==> src/include/alu_config.svh <==
`ifndef ALU_CONFIG_SVH
`define ALU_CONFIG_SVH

// operand and result width of the datapath
`define ALU_DATA_W 8

// opcode width for four columns of eight operations
`define ALU_OP_W 5

// operand register file size and its address width
`define ALU_REG_COUNT 4
`define ALU_REG_AW 2

`endif
==> src/hw/alu_pkg.sv <==
`default_nettype none

`include "alu_config.svh"

package alu_pkg;

    // codes missing from this opcode map are invalid and give ff
    typedef enum logic [`ALU_OP_W-1:0] {
        op_a      = 5'd0,
        op_b      = 5'd1,
        op_zero   = 5'd2,
        op_neg_a  = 5'd3,
        op_neg_b  = 5'd4,
        op_a_inc  = 5'd5,
        op_b_inc  = 5'd6,
        op_a_dec  = 5'd7,
        op_b_dec  = 5'd8,
        op_add    = 5'd9,
        op_sub    = 5'd10,
        op_rsub   = 5'd11,
        op_add_c  = 5'd13,
        op_sub_c  = 5'd14,
        op_rsub_c = 5'd15,
        op_mul_hi = 5'd16,
        op_mul_lo = 5'd17,
        op_shl    = 5'd20,
        op_sar    = 5'd21,
        op_shr    = 5'd22,
        op_and    = 5'd25,
        op_or     = 5'd26,
        op_xor    = 5'd27,
        op_not_a  = 5'd28,
        op_not_b  = 5'd29
    } alu_op_e;

    // true for the add and subtract family whose carry is bit 8 of the sum
    // code 12 sits in that range but is not implemented, so it is not listed
    function automatic logic op_has_carry(alu_op_e op);
        case (op)
            op_neg_a, op_neg_b, op_a_inc, op_b_inc, op_a_dec, op_b_dec,
            op_add, op_sub, op_rsub, op_add_c, op_sub_c, op_rsub_c: return 1'b1;
            default: return 1'b0;
        endcase
    endfunction

endpackage

`default_nettype wire

==> src/hw/alu_result_if.sv <==
`default_nettype none

`include "alu_config.svh"

// link between the combinational alu and the status register
interface alu_result_if;

    // alu output byte
    logic [`ALU_DATA_W-1:0] result;

    // carry or borrow out, active low
    logic carry_out_n;

    // set when the effective opcode has no implementation
    logic op_invalid;

    // stored carry fed back from the status register, active low
    logic carry_in_n;

    // the alu produces the result and flags and consumes the stored carry
    modport alu (
        output result,
        output carry_out_n,
        output op_invalid,
        input  carry_in_n
    );

    // the status register samples the result and returns its stored carry
    modport status (
        input  result,
        input  carry_out_n,
        input  op_invalid,
        output carry_in_n
    );

endinterface

`default_nettype wire

==> src/hw/alu_datapath.sv <==
`default_nettype none

`include "alu_config.svh"

// the arithmetic slice is made of the operand registers, the alu and the status register
module alu_datapath (
    input  wire logic                   clk,
    input  wire logic                   rst_n,
    input  wire logic                   load_en,
    input  wire logic [`ALU_REG_AW-1:0] load_addr,
    input  wire logic [`ALU_DATA_W-1:0] load_data,
    input  wire logic                   exec,
    input  wire logic                   write_back,
    input  wire logic [`ALU_REG_AW-1:0] x_addr,
    input  wire logic [`ALU_REG_AW-1:0] y_addr,
    input  wire logic [`ALU_REG_AW-1:0] dest_addr,
    input  wire logic [`ALU_OP_W-1:0]   alu_op,
    input  wire logic                   force_pass_x,
    input  wire logic                   force_x_zero,
    output logic      [`ALU_DATA_W-1:0] result,
    output logic                        carry_out_n,
    output logic                        zero,
    output logic                        negative,
    output logic                        op_invalid
);

    logic [`ALU_DATA_W-1:0] x;
    logic [`ALU_DATA_W-1:0] y;

    alu_result_if res_if ();

    // the write-back data is the live alu result, written on the exec edge
    operand_regs u_operand_regs (
        .clk        (clk),
        .rst_n      (rst_n),
        .load_en    (load_en),
        .load_addr  (load_addr),
        .load_data  (load_data),
        .exec       (exec),
        .write_back (write_back),
        .dest_addr  (dest_addr),
        .wb_data    (res_if.result),
        .x_addr     (x_addr),
        .y_addr     (y_addr),
        .x          (x),
        .y          (y)
    );

    alu u_alu (
        .x            (x),
        .y            (y),
        .alu_op       (alu_op),
        .force_pass_x (force_pass_x),
        .force_x_zero (force_x_zero),
        .res          (res_if.alu)
    );

    status_reg u_status_reg (
        .clk         (clk),
        .rst_n       (rst_n),
        .exec        (exec),
        .res         (res_if.status),
        .result      (result),
        .carry_out_n (carry_out_n),
        .zero        (zero),
        .negative    (negative),
        .op_invalid  (op_invalid)
    );

endmodule

`default_nettype wire

==> src/hw/status_reg.sv <==
`default_nettype none

`include "alu_config.svh"

// holds the last alu result and its flags between exec strobes
module status_reg (
    input  wire logic              clk,
    input  wire logic              rst_n,
    input  wire logic              exec,
    alu_result_if.status           res,
    output logic [`ALU_DATA_W-1:0] result,
    output logic                   carry_out_n,
    output logic                   zero,
    output logic                   negative,
    output logic                   op_invalid
);

    // reset gives the idle state with a zero result, no flags and the carry clear
    // carry is active low, so the idle value is 1
    always_ff @(posedge clk) begin
        if (!rst_n) begin
            result      <= '0;
            carry_out_n <= 1'b1;
            zero        <= 1'b0;
            negative    <= 1'b0;
            op_invalid  <= 1'b0;
        end else if (exec) begin
            result      <= res.result;
            carry_out_n <= res.carry_out_n;
            zero        <= (res.result == '0);
            negative    <= res.result[`ALU_DATA_W-1];
            op_invalid  <= res.op_invalid;
        end
    end

    // the stored carry goes back to the alu for the carry-chained ops
    assign res.carry_in_n = carry_out_n;

endmodule

`default_nettype wire

==> src/hw/alu.sv <==
`default_nettype none

`include "alu_config.svh"

// combinational alu whose case follows the column layout of the 5-bit opcode map
module alu (
    input  wire logic [`ALU_DATA_W-1:0] x,
    input  wire logic [`ALU_DATA_W-1:0] y,
    input  wire logic [`ALU_OP_W-1:0]   alu_op,
    input  wire logic                   force_pass_x,
    input  wire logic                   force_x_zero,
    alu_result_if.alu                   res
);

    // operand a after the zero override, b is always y
    logic [`ALU_DATA_W-1:0] a;
    logic [`ALU_DATA_W-1:0] b;

    // 9-bit copies so that bit 8 of a sum or difference is the carry
    logic [`ALU_DATA_W:0] a9;
    logic [`ALU_DATA_W:0] b9;
    logic [`ALU_DATA_W:0] cin9;
    logic [`ALU_DATA_W:0] sum9;

    logic [2*`ALU_DATA_W-1:0] prod;
    logic [`ALU_DATA_W-1:0]   sign_fill;
    logic                     shift_big;
    logic [`ALU_DATA_W-1:0]   result_c;
    logic                     invalid_c;

    alu_pkg::alu_op_e op_eff;

    // force_x_zero takes the place of the pulled-down buffer on the x bus
    assign a = force_x_zero ? '0 : x;
    assign b = y;

    // force_pass_x takes the place of the opcode buffer, which reads back as op_a
    assign op_eff = force_pass_x ? alu_pkg::op_a : alu_pkg::alu_op_e'(alu_op);

    assign a9   = {1'b0, a};
    assign b9   = {1'b0, b};

    // the stored carry is active low, so a 0 here means add (or borrow) one
    assign cin9 = {{`ALU_DATA_W{1'b0}}, ~res.carry_in_n};

    assign prod = a * b;

    // shift distances past the width empty the byte, or fill it with the sign
    assign shift_big = (b >= `ALU_DATA_W);
    assign sign_fill = {`ALU_DATA_W{a[`ALU_DATA_W-1]}};

    always_comb begin
        sum9      = '0;
        result_c  = '1;
        invalid_c = 1'b0;
        case (op_eff)
            alu_pkg::op_a:      result_c = a;
            alu_pkg::op_b:      result_c = b;
            alu_pkg::op_zero:   result_c = '0;
            // arithmetic ops only build the 9-bit sum, the byte is taken below
            alu_pkg::op_neg_a:  sum9 = '0 - a9;
            alu_pkg::op_neg_b:  sum9 = '0 - b9;
            alu_pkg::op_a_inc:  sum9 = a9 + 1'b1;
            alu_pkg::op_b_inc:  sum9 = b9 + 1'b1;
            alu_pkg::op_a_dec:  sum9 = a9 - 1'b1;
            alu_pkg::op_b_dec:  sum9 = b9 - 1'b1;
            alu_pkg::op_add:    sum9 = a9 + b9;
            alu_pkg::op_sub:    sum9 = a9 - b9;
            alu_pkg::op_rsub:   sum9 = b9 - a9;
            alu_pkg::op_add_c:  sum9 = a9 + b9 + cin9;
            alu_pkg::op_sub_c:  sum9 = a9 - b9 - cin9;
            alu_pkg::op_rsub_c: sum9 = b9 - a9 - cin9;
            alu_pkg::op_mul_hi: result_c = prod[2*`ALU_DATA_W-1:`ALU_DATA_W];
            alu_pkg::op_mul_lo: result_c = prod[`ALU_DATA_W-1:0];
            alu_pkg::op_shl:    result_c = shift_big ? '0 : a << b;
            // both arms are signed so that >>> keeps the sign of a
            alu_pkg::op_sar:    result_c = shift_big ? $signed(sign_fill) : $signed(a) >>> b;
            alu_pkg::op_shr:    result_c = shift_big ? '0 : a >> b;
            alu_pkg::op_and:    result_c = a & b;
            alu_pkg::op_or:     result_c = a | b;
            alu_pkg::op_xor:    result_c = a ^ b;
            alu_pkg::op_not_a:  result_c = ~a;
            alu_pkg::op_not_b:  result_c = ~b;
            // rotate, divide, modulo, bcd and the special subtract land here too
            default: begin
                result_c  = '1;
                invalid_c = 1'b1;
            end
        endcase
        if (alu_pkg::op_has_carry(op_eff)) begin
            result_c = sum9[`ALU_DATA_W-1:0];
        end
    end

    assign res.result     = result_c;
    assign res.op_invalid = invalid_c;

    // only the add and subtract family drives a carry, everything else reads as clear
    assign res.carry_out_n = ~(alu_pkg::op_has_carry(op_eff) & sum9[`ALU_DATA_W]);

endmodule

`default_nettype wire

==> src/hw/operand_regs.sv <==
`default_nettype none

`include "alu_config.svh"

// small register file that supplies the x and y operands of the alu
module operand_regs (
    input  wire logic                   clk,
    input  wire logic                   rst_n,

    // external load port
    input  wire logic                   load_en,
    input  wire logic [`ALU_REG_AW-1:0] load_addr,
    input  wire logic [`ALU_DATA_W-1:0] load_data,

    // result write-back, qualified by exec
    input  wire logic                   exec,
    input  wire logic                   write_back,
    input  wire logic [`ALU_REG_AW-1:0] dest_addr,
    input  wire logic [`ALU_DATA_W-1:0] wb_data,

    // operand read ports
    input  wire logic [`ALU_REG_AW-1:0] x_addr,
    input  wire logic [`ALU_REG_AW-1:0] y_addr,
    output logic      [`ALU_DATA_W-1:0] x,
    output logic      [`ALU_DATA_W-1:0] y
);

    logic [`ALU_DATA_W-1:0] regs [`ALU_REG_COUNT];

    // a write-back only happens on the same strobe that updates the status register
    logic wb_en;

    assign wb_en = exec && write_back;

    // reset clears all four registers
    // an external load wins over a write-back in the same cycle
    always_ff @(posedge clk) begin
        if (!rst_n) begin
            for (int i = 0; i < `ALU_REG_COUNT; i++) begin
                regs[i] <= '0;
            end
        end else if (load_en) begin
            regs[load_addr] <= load_data;
        end else if (wb_en) begin
            regs[dest_addr] <= wb_data;
        end
    end

    // both read ports are combinational
    // a value written at an edge shows up here in the following cycle
    assign x = regs[x_addr];
    assign y = regs[y_addr];

endmodule

`default_nettype wire

==> config.mk <==
export PLATFORM = sky130hd
export DESIGN_NAME = alu_datapath
export DESIGN_NICKNAME = d
export VERILOG_FILES = /design/src/hw/alu_pkg.sv /design/src/hw/alu_result_if.sv /design/src/hw/alu_datapath.sv /design/src/hw/status_reg.sv /design/src/hw/alu.sv /design/src/hw/operand_regs.sv
export VERILOG_INCLUDE_DIRS = /design/src /design/src/include
export SDC_FILE = /design/constraint.sdc
export NUM_CORES = 1
export LEC_CHECK = 0
export BUFFER_PORTS_ARGS = -buffer_cell sky130_fd_sc_hd__buf_2
export CELL_PAD_IN_SITES_DETAIL_PLACEMENT = 0
export CELL_PAD_IN_SITES_GLOBAL_PLACEMENT = 2
export CORE_MARGIN = 2
export CORE_UTILIZATION = 35
export CTS_CLUSTER_DIAMETER = 60
export DETAILED_ROUTE_END_ITERATION = 7
export PLACE_DENSITY_LB_ADDON = 0.15
export RECOVER_POWER = 25
export SETUP_SLACK_MARGIN = 0.2
export SLEW_MARGIN = 30
export SYNTH_ARGS = -nofsm -noshare
export SYNTH_HDL_FRONTEND = slang
export SYNTH_HIERARCHICAL = 1
export SYNTH_SLANG_ARGS = --single-unit
export TNS_END_PERCENT = 100
==> constraint.sdc <==
create_clock -name clk -period 9 [get_ports clk]
set_clock_uncertainty 0.2 [all_clocks]
set_input_delay 1.8 -clock clk [delete_from_list [all_inputs] [get_ports clk]]
set_output_delay 1.8 -clock clk [all_outputs]
set_load 0.05 [all_outputs]
==> results of run 1 <==
how the worst max path moves through the flow:
stage                          from                         to  slack, ns
after floorplan           y_addr[0]  u_operand_regs/regs[0][3]       0.30
after global placement    x_addr[0]  u_operand_regs/regs[0][4]       0.40
after detailed placement  x_addr[0]  u_operand_regs/regs[0][3]       0.35
after CTS                 x_addr[0]  u_operand_regs/regs[0][3]       0.63
after global routing      x_addr[0]  u_operand_regs/regs[0][3]       0.20
final                     x_addr[0]  u_operand_regs/regs[0][4]       0.69
where the power goes:
group | internal [mW] | total [mW] | leakage, nW | switching (mW)
Sequential | 0.228 | 0.237 | 0.427 | 0.00869
Combinational | 0.212 | 0.646 | 3.56 | 0.434
Clock | 0.131 | 0.205 | 0.0838 | 0.0744
Total | 0.571 | 1.09 | 4.08 | 0.517
stage by stage:
stage               worst slack (ns)  util, %  total power [mW]  cell area [sq um]
CTS                            0.634     39.1              1.08               9500
global placement               0.405     38.3             0.878               9310
detailed placement             0.350     38.4             0.874               9330
floorplan                      0.298        -             0.655               8670
global route                   0.196     39.0              1.15               9480
finish                         0.686     39.0              1.09               9480
cells by family after synthesis:
group           count (synthesis)  synth area share [%]
simple gates                  367                  22.2
compound gates                279                  21.8
buf+inv                       159                  7.50
fa+ha+maj                     129                  22.2
xor+xnor                       52                  5.34
flops                          43                  13.6
mux                            42                  7.36
layer usage:
| layer | up-vias | global-route usage, % | part of all wire, % |
|---|---|---|---|
| met5 | - | 0 | 0 |
| met4 | 0 | 11.2 | 4.4 |
| met3 | 87 | 3.24 | 6.7 |
| met2 | 407 | 43.9 | 44 |
| met1 | 4169 | 39.3 | 45 |
| li1 | 3943 | - | - |
critical path: cells and delay by family:
family	cells	cell delay, ns
AO/OA/AOI/OAI	7	1.76
buffers and inverters	3	0.28
AND/OR/NAND/NOR	3	0.81
multiplexers	1	0.39
adder cells (fa/ha/maj)	6	2.88
XOR/XNOR	1	0.18
cell usage after synthesis, drive strengths merged (5+ instances only):
| master | count | area [sq um] |
|---|---|---|
| a2111oi | 5 | 43.8 |
| a211o | 9 | 78.8 |
| a211oi | 18 | 135 |
| a21o | 18 | 135 |
| a21oi | 63 | 315 |
| a221oi | 8 | 70.1 |
| a22oi | 14 | 105 |
| a31oi | 15 | 93.8 |
| and2 | 7 | 43.8 |
| and3 | 10 | 62.6 |
| buf | 26 | 151 |
| clkbuf | 39 | 146 |
| clkinv | 5 | 18.8 |
| dfxtp | 11 | 220 |
| edfxtp | 32 | 961 |
| fa | 41 | 821 |
| ha | 88 | 1100 |
| inv | 89 | 334 |
| mux2i | 24 | 244 |
| mux4 | 17 | 383 |
| nand2 | 64 | 240 |
| nand2b | 7 | 51.3 |
| nand3 | 29 | 158 |
| nand4 | 6 | 37.5 |
| nor2 | 113 | 427 |
| nor2b | 40 | 258 |
| nor3 | 47 | 297 |
| nor4 | 11 | 83.8 |
| o2111ai | 6 | 52.6 |
| o211ai | 12 | 90.1 |
| o21ai | 46 | 241 |
| o221ai | 11 | 103 |
| o22ai | 19 | 119 |
| or4 | 6 | 45.0 |
| xnor2 | 34 | 298 |
| xor2 | 18 | 165 |
layout make-up:
class,count,area [sq um]
Sequential cell,43,1180
Timing Repair Buffer,84,517
Clock inverter,3,43.8
Multi-Input combinational cell,869,6850
Clock buffer,5,125
Inverter,94,353
Tap cell,324,405
Fill cell,2574,14800
flip-flops by register name, indices dropped and copies added (netlist names):
name / cells
u_operand_regs/regs: 32
u_status_reg/op_invalid: 1
u_status_reg/carry_out_n: 1
u_status_reg/result: 8
u_status_reg/zero: 1
==> metrics.txt, run 1 <==
Row Count 57; Buffers on Ports 39; number of flops mapped to enable cells by yosys 32; All-Layer GR Usage 28.0%; Slew Limit Fails 0; Max-cap violations 0; layout cells sized above 1 11.9%; aggregate global routing overflow 0; number of routed nets with antenna violations 0; Pleak 4.08 nW; Placed Cells 1414; Setup Fix Bufs, Post-CTS 0; Final #Nets 1254; Critical Path Fanout Max 8; CTS Root Cell clkbuf_16; antenna violations before repair 0; vias in the first global route 8420; Most common cell on crit path fa_1; crit end category flop; Die ar. 26100 sq um; DRC 0; TritonCTS clock tree done; flops & latches, synth 43; Final Hold Viols 0; worst hold-check path type flop to flop; area of the core 24300 sq um; drt total wl 36500 microns; H-tree depth 2; RSZ-0062 raised after global routing no; Syn Inst Count 1071; Worst R2R Path Depth 22; number of CTS-inserted buffers 5; r2r startpoint u_operand_regs/regs[3][3]; post-synth cell types 83; area growth from synthesis to layout 9.31%; I/O pin count 40; CP cell instances buf_2 -> mux4_2 -> nor2b_1 -> ha_1 -> fa_1 -> fa_1 -> fa_1 -> inv_1 -> fa_1 -> inv_1 -> ha_1 -> o21a_1 -> a21o_1 -> a21o_1 -> a31oi_1 -> xor2_1 -> o221ai_1 -> a221o_1 -> nor2b_1 -> a22oi_1 -> nor3_1; ANT cells 0; first-pass GRT wire length 54800 microns; most frequent cells in the layout nor2_1, ha_1, inv_1; Total Neg Setup Slack 0 ns; Post-CTS Resized 0; worst skew pair latency 0.28 ns; Vias per Instance 6.05; hold path startpoint u_status_reg/carry_out_n; syn_nets 1228; Mapped Area 8670 sq um; critical path launch point type input pin; detailed-route wire length per cell 25.6 microns; Starting Density 35.7%; Syn Area/Cell 8.10 sq um; GP Congestion 1.01; yosys warns 6; Finished Layout Cells 1422; worst path arrival time 8.13 ns; CP Class input pin to flop; Worst-path clk slew 0.06 ns; Max Buffers Root-to-Sink 2; ys flop type edfxtp_1; DRT iter0 DRCs 819; Pre-Repair DR Iteration Count 5; minimum clock period 8.31 ns; R2R setup slack 2.09 ns; CP peak stage delay 0.54 ns; commonest non-fill, non-tap cell in the layout nor2_1; power per cell area 115 nW/um^2; outcome finished clean; Final Cycle Share 92.4%; Async SR Flop Fraction 0%; CTS Hold Buffers Added 0; setup violators final 0; Post-DP HPWL 29300 microns; pin count of the biggest net entering global routing 35; Via Count 8606; hold depth 2; CTS sink count 43; VDD IR max 0.126 mV; slowest CP cell fa_1; Endpoint, Worst Hold u_status_reg/carry_out_n; DIE WIDTH 161 microns; Crit path required time 8.81 ns; register area share after synthesis 13.6%; Slew headroom 38.6%; Fmax 120 MHz; Die Height 161 microns; reg2reg end u_operand_regs/regs[0][3]; hold slack final 0.303 ns; Worst Tran Pin Value 0.897 ns
(Power assumes the default switching activity.)
==> run 2, diff against run 1 <==
--- a/config.mk
+++ b/config.mk
@@ -6,16 +6,18 @@
 export SDC_FILE = /design/constraint.sdc
 export NUM_CORES = 1
 export LEC_CHECK = 0
-export BUFFER_PORTS_ARGS = -buffer_cell sky130_fd_sc_hd__buf_2
+export BUFFER_PORTS_ARGS = -buffer_cell sky130_fd_sc_hd__clkbuf_2
 export CELL_PAD_IN_SITES_DETAIL_PLACEMENT = 0
 export CELL_PAD_IN_SITES_GLOBAL_PLACEMENT = 2
 export CORE_MARGIN = 2
-export CORE_UTILIZATION = 35
+export CORE_UTILIZATION = 36
+export CTS_BUF_LIST = sky130_fd_sc_hd__clkbuf_2
 export CTS_CLUSTER_DIAMETER = 60
 export DETAILED_ROUTE_END_ITERATION = 7
 export PLACE_DENSITY_LB_ADDON = 0.15
 export RECOVER_POWER = 25
 export SETUP_SLACK_MARGIN = 0.2
+export SKIP_CTS_REPAIR_TIMING = 1
 export SLEW_MARGIN = 30
 export SYNTH_ARGS = -nofsm -noshare
 export SYNTH_HDL_FRONTEND = slang
==> metrics.txt, run 2 (synthesis gave the netlist of run 1 again) <==
outcome finished clean; GP Congestion 0.941 (-6.6%); CP peak stage delay 0.62 ns (+0.08 ns); Final Cycle Share 93.4% (+0.99 points); H-tree depth 2 (unchanged); critical path launch point type input pin; delay-heaviest family, CP adder cells; Endpoint, Worst Hold u_status_reg/result[6]; vias in the first global route 8285 (-1.6%); Pre-Repair DR Iteration Count 6 (+1); Final Hold Viols 0 (unchanged); All-Layer GR Usage 27.5% (-0.56 points); Crit path required time 8.98 ns (+0.17 ns); worst skew pair latency 0.41 ns (+0.13 ns); CTS Root Cell clkbuf_2; area of the core 23500 sq um (-3.2%); CTS sink count 43 (unchanged); Via Count 8560 (-0.53%); Post-DP HPWL 28700 microns (-2.1%); commonest non-fill, non-tap cell in the layout nor2_1; Largest regs u_operand_regs/regs x32, u_status_reg/result x8; crit end category flop; Total Neg Setup Slack 0 ns (unchanged); R2R setup slack 1.93 ns (-0.16 ns); Worst-path clk slew 0.22 ns (+0.16 ns); hold path startpoint u_status_reg/result[6]; CP cell instances clkbuf_2 -> buf_4 -> mux4_2 -> nor2b_1 -> nand2_1 -> fa_1 -> inv_1 -> ha_1 -> inv_1 -> fa_1 -> fa_1 -> inv_1 -> ha_1 -> or2_2 -> a31o_2 -> a2111oi_0 -> nor3_1 -> xor2_1 -> a2111oi_0 -> o221ai_1 -> nor2b_1 -> a22oi_1 -> nor3_1; aggregate global routing overflow 0 (unchanged); Slew headroom 33.5% (-5.1 points); Placed Cells 1413 (-0.071%); Worst Tran Pin Value 0.973 ns (+0.0752 ns); worst path arrival time 8.38 ns (+0.25 ns); number of flip-flops in the largest register 32 (unchanged); VDD IR max 0.0873 mV (-31%); Worst R2R Path Depth 21 (-4.5%); ANT cells 0 (unchanged); DRT iter0 DRCs 853 (+4.2%); Pleak 4.06 nW (-0.46%); setup violators final 0 (unchanged); I/O pin count 40 (unchanged); hold slack final 0.340 ns (+0.0370 ns); minimum clock period 8.40 ns (+0.0887 ns); slowest CP cell a2111oi_0; antenna violations before repair 0 (unchanged); power per cell area 106 nW/um^2 (-8.0%); Finished Layout Cells 1421 (-0.070%); number of routed nets with antenna violations 0 (unchanged); TritonCTS clock tree done; RSZ-0062 raised after global routing no; reg2reg end u_operand_regs/regs[0][3]; most frequent cells in the layout nor2_1, ha_1, inv_1; CP Class input pin to flop; DRC 0 (unchanged); critical path buffer and inverter count 5 (+2); Fmax 119 MHz (-1.1%); drt total wl 35400 microns (-2.8%); Critical Path Fanout Max 6 (-2); Final #Nets 1258 (+0.32%); layout cells sized above 1 12.1% (+0.14 points); detailed-route wire length per cell 24.9 microns (-2.7%); worst hold-check path type flop to flop; Vias per Instance 6.02 (-0.46%); Starting Density 36.8% (+1.2 points); number of CTS-inserted buffers 5 (unchanged); Row Count 56 (-1.8%); area growth from synthesis to layout 8.30%; r2r startpoint u_operand_regs/regs[3][3]; Die ar. 25300 sq um (-2.7%); first-pass GRT wire length 53400 microns (-2.5%); Crit. Startpoint x_addr[0]; Most flops, register u_operand_regs/regs; DIE WIDTH 159 microns (-1.4%); Die Height 159 microns (-1.4%); Slew Limit Fails 0 (unchanged); Buffers on Ports 39 (unchanged); hold depth 2 (unchanged); Max Buffers Root-to-Sink 2 (unchanged); pin count of the biggest net entering global routing 36 (+2.9%); Max-cap violations 0 (unchanged)
-- run 2: power breakdown --
part | leakage (nW) | internal [mW] | switching [mW]
combinational | 3.59 | 0.212 | 0.435
sequential | 0.427 | 0.228 | 0.00799
clock | 0.0429 | 0.0470 | 0.0622
total | 4.06 | 0.487 | 0.506
-- run 2: stage by stage --
stage | area (sq um) | setup WS (ns) | total power, mW | util (%)
floorplan | 8670 | 0.298 | 0.655 | -
global placement | 9330 | 0.442 | 0.879 | 39.6
detailed placement | 9340 | 0.298 | 0.875 | 39.7
CTS | 9410 | 0.772 | 0.986 | 40.0
global route | 9390 | 0.306 | 1.05 | 39.9
finish | 9390 | 0.597 | 0.992 | 39.9
-- run 2: tightest hold or removal path, stage by stage (launching register included) --
cell and delay [ns]:
dfxtp_1 0.35, mux2i_1 0.12, nor2b_1 0.06
-- run 2: worst max path at each step --
stage	endpoint	cells after the start
floorplan	u_operand_regs/regs[0][3]	24
global placement	u_operand_regs/regs[0][3]	23
detailed placement	u_operand_regs/regs[0][3]	23
CTS	u_operand_regs/regs[0][3]	23
global route	u_operand_regs/regs[0][3]	23
finish	u_operand_regs/regs[0][3]	23
-- run 2: area by class of cell --
cell class / instances / area (sq um)
Fill cell: 2501 / 14200
Multi-Input combinational cell: 869 / 6850
Sequential cell: 43 / 1180
Timing Repair Buffer: 88 / 543
Tap cell: 319 / 399
Inverter: 94 / 353
Clock inverter: 3 / 43.8
Clock buffer: 5 / 25.0
-- run 2: metal layers --
metal  routed length, microns  track usage (%)  share of wire [%]
met1                    16300             39.1                 46
met3                     2120             2.37                6.0
met5                        0                0                  0
met2                    15900             44.4                 45
met4                     1110             8.10                3.1
